===== src/design/csr_addr_pkg.sv =====
package csr_addr_pkg;

    localparam int CSR_ADDR_W = 14;
    localparam int CSR_DATA_W = 32;
    localparam int NUM_CSR    = 10; // kept registers, crmd through save3

    typedef enum logic [1:0] {
        CSR_OP_RD,
        CSR_OP_WR,
        CSR_OP_XCHG
    } csr_op_e;

    // storage slot of each kept register
    typedef enum logic [3:0] {
        IDX_CRMD,
        IDX_PRMD,
        IDX_ESTAT,
        IDX_ERA,
        IDX_BADV,
        IDX_EENTRY,
        IDX_SAVE0,
        IDX_SAVE1,
        IDX_SAVE2,
        IDX_SAVE3,
        IDX_NONE
    } csr_idx_e;

    // architectural csr numbers
    localparam logic [CSR_ADDR_W-1:0] ADDR_CRMD   = 14'd0;
    localparam logic [CSR_ADDR_W-1:0] ADDR_PRMD   = 14'd1;
    localparam logic [CSR_ADDR_W-1:0] ADDR_ESTAT  = 14'd5;
    localparam logic [CSR_ADDR_W-1:0] ADDR_ERA    = 14'd6;
    localparam logic [CSR_ADDR_W-1:0] ADDR_BADV   = 14'd7;
    localparam logic [CSR_ADDR_W-1:0] ADDR_EENTRY = 14'd12;
    localparam logic [CSR_ADDR_W-1:0] ADDR_SAVE0  = 14'd48; // save1..3 follow

    localparam logic [CSR_DATA_W-1:0] CRMD_RESET = 32'h0000_0008; // da set

    // software-writable bits
    localparam logic [CSR_DATA_W-1:0] WMASK_CRMD   = 32'h0000_01FF;
    localparam logic [CSR_DATA_W-1:0] WMASK_PRMD   = 32'h0000_0007;
    localparam logic [CSR_DATA_W-1:0] WMASK_ESTAT  = 32'h0000_0003;
    localparam logic [CSR_DATA_W-1:0] WMASK_EENTRY = 32'hFFFF_FFC0;
    localparam logic [CSR_DATA_W-1:0] WMASK_ALL    = 32'hFFFF_FFFF;

endpackage


===== src/design/csr_excp_pkg.sv =====
package csr_excp_pkg;

    localparam int ECODE_W = 6;

    typedef enum logic [ECODE_W-1:0] {
        ECODE_ADEF = 6'h08, // fetch address error
        ECODE_ALE  = 6'h09, // misaligned access
        ECODE_SYS  = 6'h0B,
        ECODE_BRK  = 6'h0C
    } ecode_e;

    typedef enum logic [1:0] {
        TRAP_NONE,
        TRAP_EXCP,
        TRAP_ERTN
    } trap_e;

    // plv and ie in crmd, pplv and pie in prmd
    localparam int MODE_LSB = 0;
    localparam int MODE_MSB = 2;

    localparam int ESTAT_ECODE_LSB = 16;

endpackage


===== src/design/csr_cmd_decode.sv =====
`timescale 1ns/1ps

module csr_cmd_decode (
    input  logic                                  cmd_valid_i,
    input  csr_addr_pkg::csr_op_e                 cmd_op_i,
    input  logic [csr_addr_pkg::CSR_ADDR_W-1:0]   cmd_addr_i,
    input  logic [csr_addr_pkg::CSR_DATA_W-1:0]   cmd_mask_i,
    input  logic                                  excp_valid_i,
    input  logic                                  ertn_i,
    input  logic                                  slot_free_i,
    output logic                                  cmd_ready_o,
    output logic                                  accept_o,
    output csr_addr_pkg::csr_idx_e                idx_o,
    output logic [csr_addr_pkg::CSR_DATA_W-1:0]   wr_mask_o,
    output csr_excp_pkg::trap_e                   trap_o
);

    import csr_addr_pkg::*;
    import csr_excp_pkg::*;

    logic trap_pending;

    // exception wins over ertn
    always_comb begin
        if (excp_valid_i) begin
            trap_o = TRAP_EXCP;
        end else if (ertn_i) begin
            trap_o = TRAP_ERTN;
        end else begin
            trap_o = TRAP_NONE;
        end
    end

    assign trap_pending = excp_valid_i | ertn_i;
    assign cmd_ready_o  = ~trap_pending & slot_free_i; // traps stall the command port
    assign accept_o     = cmd_valid_i & cmd_ready_o;

    always_comb begin
        case (cmd_addr_i)
            ADDR_CRMD:                idx_o = IDX_CRMD;
            ADDR_PRMD:                idx_o = IDX_PRMD;
            ADDR_ESTAT:               idx_o = IDX_ESTAT;
            ADDR_ERA:                 idx_o = IDX_ERA;
            ADDR_BADV:                idx_o = IDX_BADV;
            ADDR_EENTRY:              idx_o = IDX_EENTRY;
            ADDR_SAVE0:               idx_o = IDX_SAVE0;
            ADDR_SAVE0 + 14'd1:       idx_o = IDX_SAVE1;
            ADDR_SAVE0 + 14'd2:       idx_o = IDX_SAVE2;
            ADDR_SAVE0 + 14'd3:       idx_o = IDX_SAVE3;
            default:                  idx_o = IDX_NONE; // reads zero, writes dropped
        endcase
    end

    always_comb begin
        case (cmd_op_i)
            CSR_OP_WR:   wr_mask_o = '1;
            CSR_OP_XCHG: wr_mask_o = cmd_mask_i;
            default:     wr_mask_o = '0; // csrrd
        endcase
    end

endmodule


===== src/design/csr_regfile.sv =====
`timescale 1ns/1ps

module csr_regfile (
    input  logic                                  clk,
    input  logic                                  rst_n,
    input  logic                                  accept_i,
    input  csr_addr_pkg::csr_idx_e                idx_i,
    input  logic [csr_addr_pkg::CSR_DATA_W-1:0]   wr_mask_i,
    input  logic [csr_addr_pkg::CSR_DATA_W-1:0]   wdata_i,
    input  csr_excp_pkg::trap_e                   trap_i,
    input  csr_excp_pkg::ecode_e                  ecode_i,
    input  logic [csr_addr_pkg::CSR_DATA_W-1:0]   pc_i,
    input  logic [csr_addr_pkg::CSR_DATA_W-1:0]   badv_i,
    output logic [csr_addr_pkg::CSR_DATA_W-1:0]   rdata_o,
    output logic                                  redirect_o,
    output logic [csr_addr_pkg::CSR_DATA_W-1:0]   redirect_addr_o
);

    import csr_addr_pkg::*;
    import csr_excp_pkg::*;

    logic [CSR_DATA_W-1:0] csr_q [NUM_CSR];

    logic                  idx_hit;
    logic [CSR_DATA_W-1:0] wmask;
    logic [CSR_DATA_W-1:0] merge_mask;
    logic [CSR_DATA_W-1:0] old_val;
    logic                  addr_fault;

    logic                  redirect_q;
    logic [CSR_DATA_W-1:0] redirect_addr_q;

    assign idx_hit = int'(idx_i) < NUM_CSR;

    always_comb begin
        case (idx_i)
            IDX_CRMD:   wmask = WMASK_CRMD;
            IDX_PRMD:   wmask = WMASK_PRMD;
            IDX_ESTAT:  wmask = WMASK_ESTAT;
            IDX_EENTRY: wmask = WMASK_EENTRY;
            IDX_NONE:   wmask = '0;
            default:    wmask = WMASK_ALL; // era, badv, save0-3
        endcase
    end

    assign merge_mask = wmask & wr_mask_i;
    assign old_val    = idx_hit ? csr_q[idx_i] : '0;
    assign rdata_o    = old_val;

    // badv only captured for address faults
    assign addr_fault = (ecode_i == ECODE_ADEF) || (ecode_i == ECODE_ALE);

    always_ff @(posedge clk) begin
        if (!rst_n) begin
            for (int i = 0; i < NUM_CSR; i++) begin
                csr_q[i] <= '0;
            end
            csr_q[IDX_CRMD] <= CRMD_RESET;
        end else begin
            if (accept_i && idx_hit) begin
                csr_q[idx_i] <= (wdata_i & merge_mask) | (old_val & ~merge_mask);
            end
            case (trap_i)
                TRAP_EXCP: begin
                    csr_q[IDX_PRMD][MODE_MSB:MODE_LSB] <= csr_q[IDX_CRMD][MODE_MSB:MODE_LSB];
                    csr_q[IDX_CRMD][MODE_MSB:MODE_LSB] <= '0; // kernel, irq off
                    csr_q[IDX_ESTAT][ESTAT_ECODE_LSB +: ECODE_W] <= ecode_i;
                    csr_q[IDX_ERA] <= pc_i;
                    if (addr_fault) begin
                        csr_q[IDX_BADV] <= badv_i;
                    end
                end
                TRAP_ERTN: begin
                    csr_q[IDX_CRMD][MODE_MSB:MODE_LSB] <= csr_q[IDX_PRMD][MODE_MSB:MODE_LSB];
                end
                default: begin
                end
            endcase
        end
    end

    // one-cycle redirect after the trap edge
    always_ff @(posedge clk) begin
        if (!rst_n) begin
            redirect_q <= 1'b0;
        end else begin
            redirect_q <= (trap_i != TRAP_NONE);
        end
    end

    always_ff @(posedge clk) begin
        if (trap_i == TRAP_EXCP) begin
            redirect_addr_q <= csr_q[IDX_EENTRY];
        end else if (trap_i == TRAP_ERTN) begin
            redirect_addr_q <= csr_q[IDX_ERA]; // back to faulting pc
        end
    end

    assign redirect_o      = redirect_q;
    assign redirect_addr_o = redirect_addr_q;

endmodule


===== src/design/csr_resp_stage.sv =====
`timescale 1ns/1ps

module csr_resp_stage (
    input  logic                                  clk,
    input  logic                                  rst_n,
    input  logic                                  accept_i,
    input  logic [csr_addr_pkg::CSR_DATA_W-1:0]   rdata_i,
    input  logic                                  resp_ready_i,
    output logic                                  slot_free_o,
    output logic                                  resp_valid_o,
    output logic [csr_addr_pkg::CSR_DATA_W-1:0]   resp_rdata_o
);

    import csr_addr_pkg::*;

    logic                  valid_q;
    logic [CSR_DATA_W-1:0] data_q;

    // empty, or draining this cycle
    assign slot_free_o = ~valid_q | resp_ready_i;

    always_ff @(posedge clk) begin
        if (!rst_n) begin
            valid_q <= 1'b0;
        end else if (accept_i) begin
            valid_q <= 1'b1;
        end else if (resp_ready_i) begin
            valid_q <= 1'b0;
        end
    end

    always_ff @(posedge clk) begin
        if (accept_i) begin
            data_q <= rdata_i; // old value, pre-write
        end
    end

    assign resp_valid_o = valid_q;
    assign resp_rdata_o = data_q;

endmodule


===== src/design/csr_top.sv =====
`timescale 1ns/1ps

module csr_top (
    input  logic                                  clk,
    input  logic                                  rst_n,
    // command
    input  logic                                  cmd_valid_i,
    input  csr_addr_pkg::csr_op_e                 cmd_op_i,
    input  logic [csr_addr_pkg::CSR_ADDR_W-1:0]   cmd_addr_i,
    input  logic [csr_addr_pkg::CSR_DATA_W-1:0]   cmd_wdata_i,
    input  logic [csr_addr_pkg::CSR_DATA_W-1:0]   cmd_mask_i,
    output logic                                  cmd_ready_o,
    // response
    output logic                                  resp_valid_o,
    output logic [csr_addr_pkg::CSR_DATA_W-1:0]   resp_rdata_o,
    input  logic                                  resp_ready_i,
    // trap events
    input  logic                                  excp_valid_i,
    input  csr_excp_pkg::ecode_e                  excp_ecode_i,
    input  logic [csr_addr_pkg::CSR_DATA_W-1:0]   excp_pc_i,
    input  logic [csr_addr_pkg::CSR_DATA_W-1:0]   excp_badv_i,
    input  logic                                  ertn_i,
    output logic                                  redirect_o,
    output logic [csr_addr_pkg::CSR_DATA_W-1:0]   redirect_addr_o
);

    import csr_addr_pkg::*;
    import csr_excp_pkg::*;

    logic                  accept;
    logic                  slot_free;
    csr_idx_e              idx;
    logic [CSR_DATA_W-1:0] wr_mask;
    logic [CSR_DATA_W-1:0] old_data;
    trap_e                 trap;

    csr_cmd_decode i_decode (
        .cmd_valid_i  (cmd_valid_i),
        .cmd_op_i     (cmd_op_i),
        .cmd_addr_i   (cmd_addr_i),
        .cmd_mask_i   (cmd_mask_i),
        .excp_valid_i (excp_valid_i),
        .ertn_i       (ertn_i),
        .slot_free_i  (slot_free),
        .cmd_ready_o  (cmd_ready_o),
        .accept_o     (accept),
        .idx_o        (idx),
        .wr_mask_o    (wr_mask),
        .trap_o       (trap)
    );

    csr_regfile i_regfile (
        .clk             (clk),
        .rst_n           (rst_n),
        .accept_i        (accept),
        .idx_i           (idx),
        .wr_mask_i       (wr_mask),
        .wdata_i         (cmd_wdata_i),
        .trap_i          (trap),
        .ecode_i         (excp_ecode_i),
        .pc_i            (excp_pc_i),
        .badv_i          (excp_badv_i),
        .rdata_o         (old_data),
        .redirect_o      (redirect_o),
        .redirect_addr_o (redirect_addr_o)
    );

    csr_resp_stage i_resp (
        .clk          (clk),
        .rst_n        (rst_n),
        .accept_i     (accept),
        .rdata_i      (old_data),
        .resp_ready_i (resp_ready_i),
        .slot_free_o  (slot_free),
        .resp_valid_o (resp_valid_o),
        .resp_rdata_o (resp_rdata_o)
    );

endmodule


===== config.mk =====
export PLATFORM = sky130hd
export DESIGN_NAME = csr_top
export DESIGN_NICKNAME = d
export VERILOG_FILES = /design/src/design/csr_addr_pkg.sv /design/src/design/csr_excp_pkg.sv /design/src/design/csr_cmd_decode.sv /design/src/design/csr_regfile.sv /design/src/design/csr_resp_stage.sv /design/src/design/csr_top.sv
export SDC_FILE = /design/constraint.sdc
export NUM_CORES = 1
export LEC_CHECK = 0
export ABC_AREA = 0
export BUFFER_PORTS_ARGS = -buffer_cell sky130_fd_sc_hd__buf_2
export CAP_MARGIN = 20
export CORE_MARGIN = 8
export CORE_UTILIZATION = 30
export CTS_CLUSTER_SIZE = 20
export DETAILED_ROUTE_END_ITERATION = 16
export PLACE_DENSITY = 0.45
export SETUP_SLACK_MARGIN = 0.5
export SLEW_MARGIN = 20
export SYNTH_ARGS = -nofsm -noshare
export SYNTH_HDL_FRONTEND = slang
export SYNTH_HIERARCHICAL = 1
export SYNTH_SLANG_ARGS = --single-unit
export TNS_END_PERCENT = 100

===== constraint.sdc =====
create_clock -name clk -period 3.7 [get_ports clk]
set_input_delay 0.185 -clock clk [delete_from_list [all_inputs] [get_ports clk]]
set_output_delay 0.185 -clock clk [all_outputs]
set_load 0.05 [all_outputs]

==> results of run 1 <==
-- area by class of cell --
type | instances | area, um2
inverters | 6 | 22.5
flip-flops and latches | 386 | 11600
well taps | 790 | 988
multi-input cells | 1062 | 6440
fillers | 6016 | 38200
clock inverters | 18 | 140
repair buffers | 390 | 2830
clock buffers | 57 | 1150
diodes | 1 | 2.50
-- flip-flops by register name (all words and copies together), names as in the netlist --
signal,flops
i_regfile/csr_q,320
i_resp/resp_rdata_o,32
i_regfile/redirect_o,1
i_resp/resp_valid_o,1
i_regfile/redirect_addr_o,32
-- critical path, stage by stage --
cell,delay [ps]
buf_2,160
nor4bb_1,570
nand2_1,180
a221o_1,490
buf_12,190
a2111oi_0,860
a2111oi_2,100
a311oi_2,240
buf_4,230
o21ai_0,90
-- synthesized netlist by cell type (3+ instances only) --
cell type	count	area share, %
a2111oi_0	3	0.14
a211oi_1	3	0.12
a21oi_1	62	1.7
a22o_1	4	0.19
a22oi_1	28	1.1
and2_0	9	0.30
and2_1	16	0.54
buf_2	29	0.78
buf_4	20	0.81
buf_6	5	0.30
clkbuf_1	68	1.4
edfxtp_1	384	62
ha_1	5	0.34
inv_1	6	0.12
mux2_2	64	3.9
mux2i_1	126	6.8
nand2_1	208	4.2
nand2b_1	5	0.17
nand3_1	57	1.5
nand3b_1	3	0.12
nand4_1	3	0.10
nor2_1	287	5.8
nor2b_1	14	0.47
nor3b_1	3	0.12
o21a_1	6	0.24
o21ai_0	39	1.1
o21ai_1	41	1.1
o221a_2	19	1.2
o22a_1	7	0.33
o22ai_1	3	0.10
o31ai_1	3	0.12
o32ai_1	3	0.14
-- worst min-delay path by stage --
stage                              from                     end  depth (start not counted)  slack, ps
after floorplan                   rst_n     i_resp/resp_valid_o                          1        330
after global placement     excp_pc_i[8]   i_regfile/csr_q[3][8]                          3        460
after detailed placement   excp_pc_i[8]   i_regfile/csr_q[3][8]                          3        460
after CTS                 excp_pc_i[31]  i_regfile/csr_q[3][31]                          3         20
after global routing      excp_pc_i[15]  i_regfile/csr_q[3][15]                          3         20
final                     excp_pc_i[15]  i_regfile/csr_q[3][15]                          3         20
-- power by group --
group / leakage [nW] / switching (mW) / internal [mW]
Clock: 0.625 / 1.78 / 2.26
Sequential: 3.91 / 0.0693 / 5.02
Combinational: 3.48 / 0.586 / 0.277
Total: 8.01 / 2.44 / 7.56
-- per-layer routing --
layer	vias up	track usage, %	share of wire (%)
li1	6355	-	-
met1	7058	27.5	47
met2	488	29.9	45
met3	74	2.93	5.6
met4	4	4.01	1.6
met5	-	0	0.034
-- stage by stage --
stage	area (um2)	power, mW	hold WS (ps)	util, %	std cells
after floorplan	18600	5.60	335	-	1578
after global placement	21100	5.98	465	34.5	2565
after detailed placement	21100	5.99	463	34.5	2565
after CTS	23100	10.1	18.7	37.7	2708
after global routing	23100	10.3	20.8	37.7	2710
final	23100	10.0	24.8	37.7	2710
-- logic make-up after synthesis --
kind of cell | after synthesis | share of synthesized area (%)
buffers and inverters | 130 | 3.44
and+or+nand+nor | 627 | 14.5
DFF | 386 | 62.4
muxes | 191 | 10.8
AOI/OAI and AO/OA | 239 | 8.53
adders and majority gates | 5 | 0.338
==> qor.yml, run 1 <==
fmax_mhz: 335
clk_path_buf_depth: 3
worstMarginPinSlew_ps: 1090
ys_types: 66
synthCells: 1578
slew_headroom_pct: 25.6
async_reset_ff_share_pct: 0
cts_root_buf: "clkbuf_16"
ys_ff_latch: 386
gr-usage-all-layers_pct: 19.0
ctsHoldBuffers: 68
syn-num-nets: 1739
end_kind: "flip-flop"
max-cap-violations: 0
rr_worst_depth: 8
finalSetupViolations: 0
dieHeight_um: 265
critPathLaunchType: "input pin"
path_class: "in -> reg"
vias: 14000
powerDensity_nw_per_um2: 432
fin_skew_ps: 20.6
synth_edf_count: 384
gp_congestion: 0.800
antenna_found_initial: 7
cts_resized: 0
via_per_inst: 5.16
clock_sinks: 386
die_w_um: 265
yosysWarnings: 6
drtAntennaViolNets: 0
clk_pin_slew_ps: 60
tns_ps: 0
rows: 91
hold_viol: 0
drtPass1Iterations: 7
core_area_um2: 61400
final_cell_mix: "edfxtp_1, nor2_1, buf_2, nand2_1, mux2i_1"
r2r_end: "i_regfile/csr_q[0][15]"
finalCritPeriodShare_pct: 80.6
crit_end: "i_regfile/csr_q[2][19]"
grt-ovfl-total: 0
power_leakage_nw: 8.01
drc: 0
cp-startpoint: "cmd_addr_i[3]"
setup_slack_ps: 719
rsz0062_at_grt: "false"
hpwl_um: 46400
synth_flop_cell: "edfxtp_1"
vdd_drop_max_uv: 290
wirelength_um: 68600
drv_slew: 0
grt_max_degree: 44
wl_per_cell_um: 25.3
clock_latency_ps: 590
crit_fanout: 13
grt_pass1_wl_um: 99400
avgSynthCellArea_um2: 11.7
h-tree-depth: 2
seq_area_frac_synth_pct: 62.4
cts_tree: "yes"
hold_class: "in -> reg"
first_global_vias: 14300
finalNetCount: 2051
initial_core_util_pct: 30.2
die_area_um2: 70000
arrival_ps: 3300
layout_min_cycle_time_ps: 2980
syn_area_um2: 18500
r2r-start: "i_resp/resp_valid_o"
preCtsSetupSlack_ps: 202
cp.required_ps: 4020
io_buffers: 222
r2r_setup_slack_ps: 1170
drive_gt1_share_pct: 26.1
ios: 223
drtIter0Drc: 1169
area_delta_synth_final_pct: 24.9
final_common_cell: "edfxtp_1"
numCtsBuffers: 44
status: "completed"
cts_setup_buffers: 0
Power figures use the tool's default switching activity.
==> inputs of run 2 (changes only) <==
--- a/config.mk
+++ b/config.mk
@@ -5,14 +5,14 @@
 export SDC_FILE = /design/constraint.sdc
 export NUM_CORES = 1
 export LEC_CHECK = 0
-export ABC_AREA = 0
+export ABC_AREA = 1
 export BUFFER_PORTS_ARGS = -buffer_cell sky130_fd_sc_hd__buf_2
 export CAP_MARGIN = 20
 export CORE_MARGIN = 8
 export CORE_UTILIZATION = 30
 export CTS_CLUSTER_SIZE = 20
 export DETAILED_ROUTE_END_ITERATION = 16
-export PLACE_DENSITY = 0.45
+export PLACE_DENSITY = 0.43
 export SETUP_SLACK_MARGIN = 0.5
 export SLEW_MARGIN = 20
 export SYNTH_ARGS = -nofsm -noshare
==> constraint.sdc (replaced) <==
create_clock -name clk -period 2.8 [get_ports clk]
set_input_delay 0.14 -clock clk [delete_from_list [all_inputs] [get_ports clk]]
set_output_delay 0.14 -clock clk [all_outputs]
set_load 0.05 [all_outputs]
==> run 2 against run 1 <==
- worst hold slack gained 24 ps
- clock power grew 71%
- cell count grew 54%
==> qor.yml, run 2 <==
drtIter0Drc: 1705
finish.utilization_pct: 41.0
clk_path_buf_depth: 3
final.fill_count: 7433
yosysMostFrequentCell: "nand2_1"
grt_max_degree: 64
drtAntennaViolNets: 0
status: "completed"
clk_pin_slew_ps: 50
avgSynthCellArea_um2: 8.57
finalNetCount: 3326
rr_worst_depth: 10
via_per_inst: 4.81
io_buffers: 222
layout_min_cycle_time_ps: 2250
cts_root_buf: "clkbuf_16"
ys_types: 32
first_global_vias: 19600
fmax_mhz: 444
min_to: "i_regfile/csr_q[10][10]"
synth_flop_cell: "edfxtp_1"
yosysWarnings: 6
seq_area_frac_synth_pct: 59.9
total_power_mw: 16.1
wl_per_cell_um: 21.7
r2r_setup_slack_ps: 580
antenna_found_initial: 2
crit_top_cell: "buf_4"
drive_gt1_share_pct: 23.2
ios: 223
multi_input_area_um2: 9020
hold_depth: 5
final_cell_mix: "nand2_1, edfxtp_1, buf_2, nor2_1, buf_4"
crit_fanout: 19
synthTopCellsByCount: "nand2_1, edfxtp_1, nor2_1, nand3_1, inv_1"
tns_ps: 0
yosysTopAreaCell: "edfxtp_1"
clock_latency_ps: 620
powerDensity_nw_per_um2: 528
path_class: "in -> reg"
setup_slack_ps: 547
slowest_stage: "buf_4"
h-tree-depth: 2
core_area_um2: 74400
slew_headroom_pct: 48.7
finalSetupViolations: 0
finalCritPeriodShare_pct: 80.4
critPathLaunchType: "input pin"
regMostFlops: "i_regfile/csr_q"
final_cell_count_no_fill: 4176
largest_register_ffs: 384
dpl.cell_count: 3973
cp.required_ps: 3260
vias: 20100
slowest_delay_ps: 600
gr-usage-all-layers_pct: 20.3
grt-ovfl-total: 0
numCtsBuffers: 53
path_delay_family: "buffers and inverters"
synthCells: 2629
drc: 0
r2r-start: "i_resp/resp_valid_o"
synth_edf_count: 448
die_area_um2: 84200
drtPass1Iterations: 5
clock_sinks: 450
final-seq-area_um2: 13500
post_dp_cell_area_um2: 27500
drv_slew: 0
vdd_drop_max_uv: 457
rows: 100
hpwl_um: 61300
arrival_ps: 2720
preCtsSetupSlack_ps: -124
end_kind: "flip-flop"
crit_buf_inv: 5
stdcell_area_um2: 30500
wirelength_um: 90700
whs_ps: 48.6
r2r_end: "i_regfile/csr_q[1][3]"
yosys.area.top_type_share_pct: 59.7
die_w_um: 290
final_common_cell: "nand2_1"
initial_core_util_pct: 30.3
worstMarginPinSlew_ps: 769
power_leakage_nw: 13.6
synth_area_leaders: "edfxtp_1, nand2_1, nor2_1"
fin_skew_ps: 17.5
area_delta_synth_final_pct: 35.4
cts_tree: "yes"
syn_area_um2: 22500
grt_pass1_wl_um: 130000
async_reset_ff_share_pct: 0
rsz0062_at_grt: "true"
ys_ff_latch: 450
hold_class: "in -> reg"
max-cap-violations: 0
min_from: "cmd_wdata_i[10]"
gp_congestion: 0.845
hold_viol: 0
dieHeight_um: 290
path_cells: "dlygate4sd3_1 -> buf_4 -> buf_4 -> nand3_1 -> inv_1 -> buf_4 -> nand2_1 -> nand2_1"
## run 2: worst max-delay path by stage
| stage | start | to | slack (ps) | depth (start not counted) |
|---|---|---|---|---|
| floorplan | i_resp/resp_valid_o | i_regfile/csr_q[4][10] | -530 | 7 |
| global placement | cmd_addr_i[7] | i_regfile/csr_q[5][14] | -100 | 17 |
| detailed placement | cmd_addr_i[3] | i_regfile/csr_q[10][26] | -120 | 17 |
| CTS | i_resp/resp_valid_o | i_regfile/csr_q[7][31] | 510 | 11 |
| global route | cmd_addr_i[13] | i_regfile/csr_q[10][27] | 490 | 19 |
| finish | rst_n | i_regfile/csr_q[4][14] | 550 | 8 |
## run 2: power by group
part           total, mW  internal (mW)  switching, mW
registers           7.84           7.72          0.117
logic               1.38          0.431          0.945
clock network       6.90           4.03           2.87
total               16.1           12.2           3.93
## run 2: cells by family (layout without fill, tap and decap cells)
| group | Yosys count | count (layout) | share of synthesized area (%) |
|---|---|---|---|
| buffers and inverters | 252 | 758 | 4.71 |
| AO/OA/AOI/OAI | 110 | 110 | 2.52 |
| flip-flops | 450 | 450 | 59.9 |
| adder cells (fa/ha/maj) | 5 | 5 | 0.278 |
| other | 1 | 65 | 0.0166 |
| AND/OR/NAND/NOR | 1811 | 1819 | 32.6 |
## run 2: final cells by class
type,count,share of cell area (%)
Clock buffer,67,4.52
Inverter,114,1.45
Tap cell,969,3.97
Clock inverter,29,1.01
Sequential cell,450,44.2
Antenna cell,1,0.00820
Timing Repair Buffer,548,15.3
Multi-Input combinational cell,1998,29.5
## run 2: what timing repair did
action                                  CTS  global route
hold buffers                             89             0
buffers inserted                          0             5
endpoints found under the setup margin    0           606
endpoints found under the hold margin    75             0
gates resized for setup                   0            62
## run 2: worst register-to-register path: stages, from the launching register on
cell and delay [ps]:
dfxtp_4 340, nand2_2 70, nor3b_4 180, and2_4 200, nand2_1 100, nor2_1 100, nand2_1 110, inv_4 120
nand4_1 200, buf_12 220, nand2_4 240
## run 2: metal layers
metal | track usage, % | share of wire (%)
met5 | 0 | 0
met4 | 4.47 | 2.1
met3 | 3.70 | 7.2
met2 | 31.7 | 44
met1 | 29.2 | 46
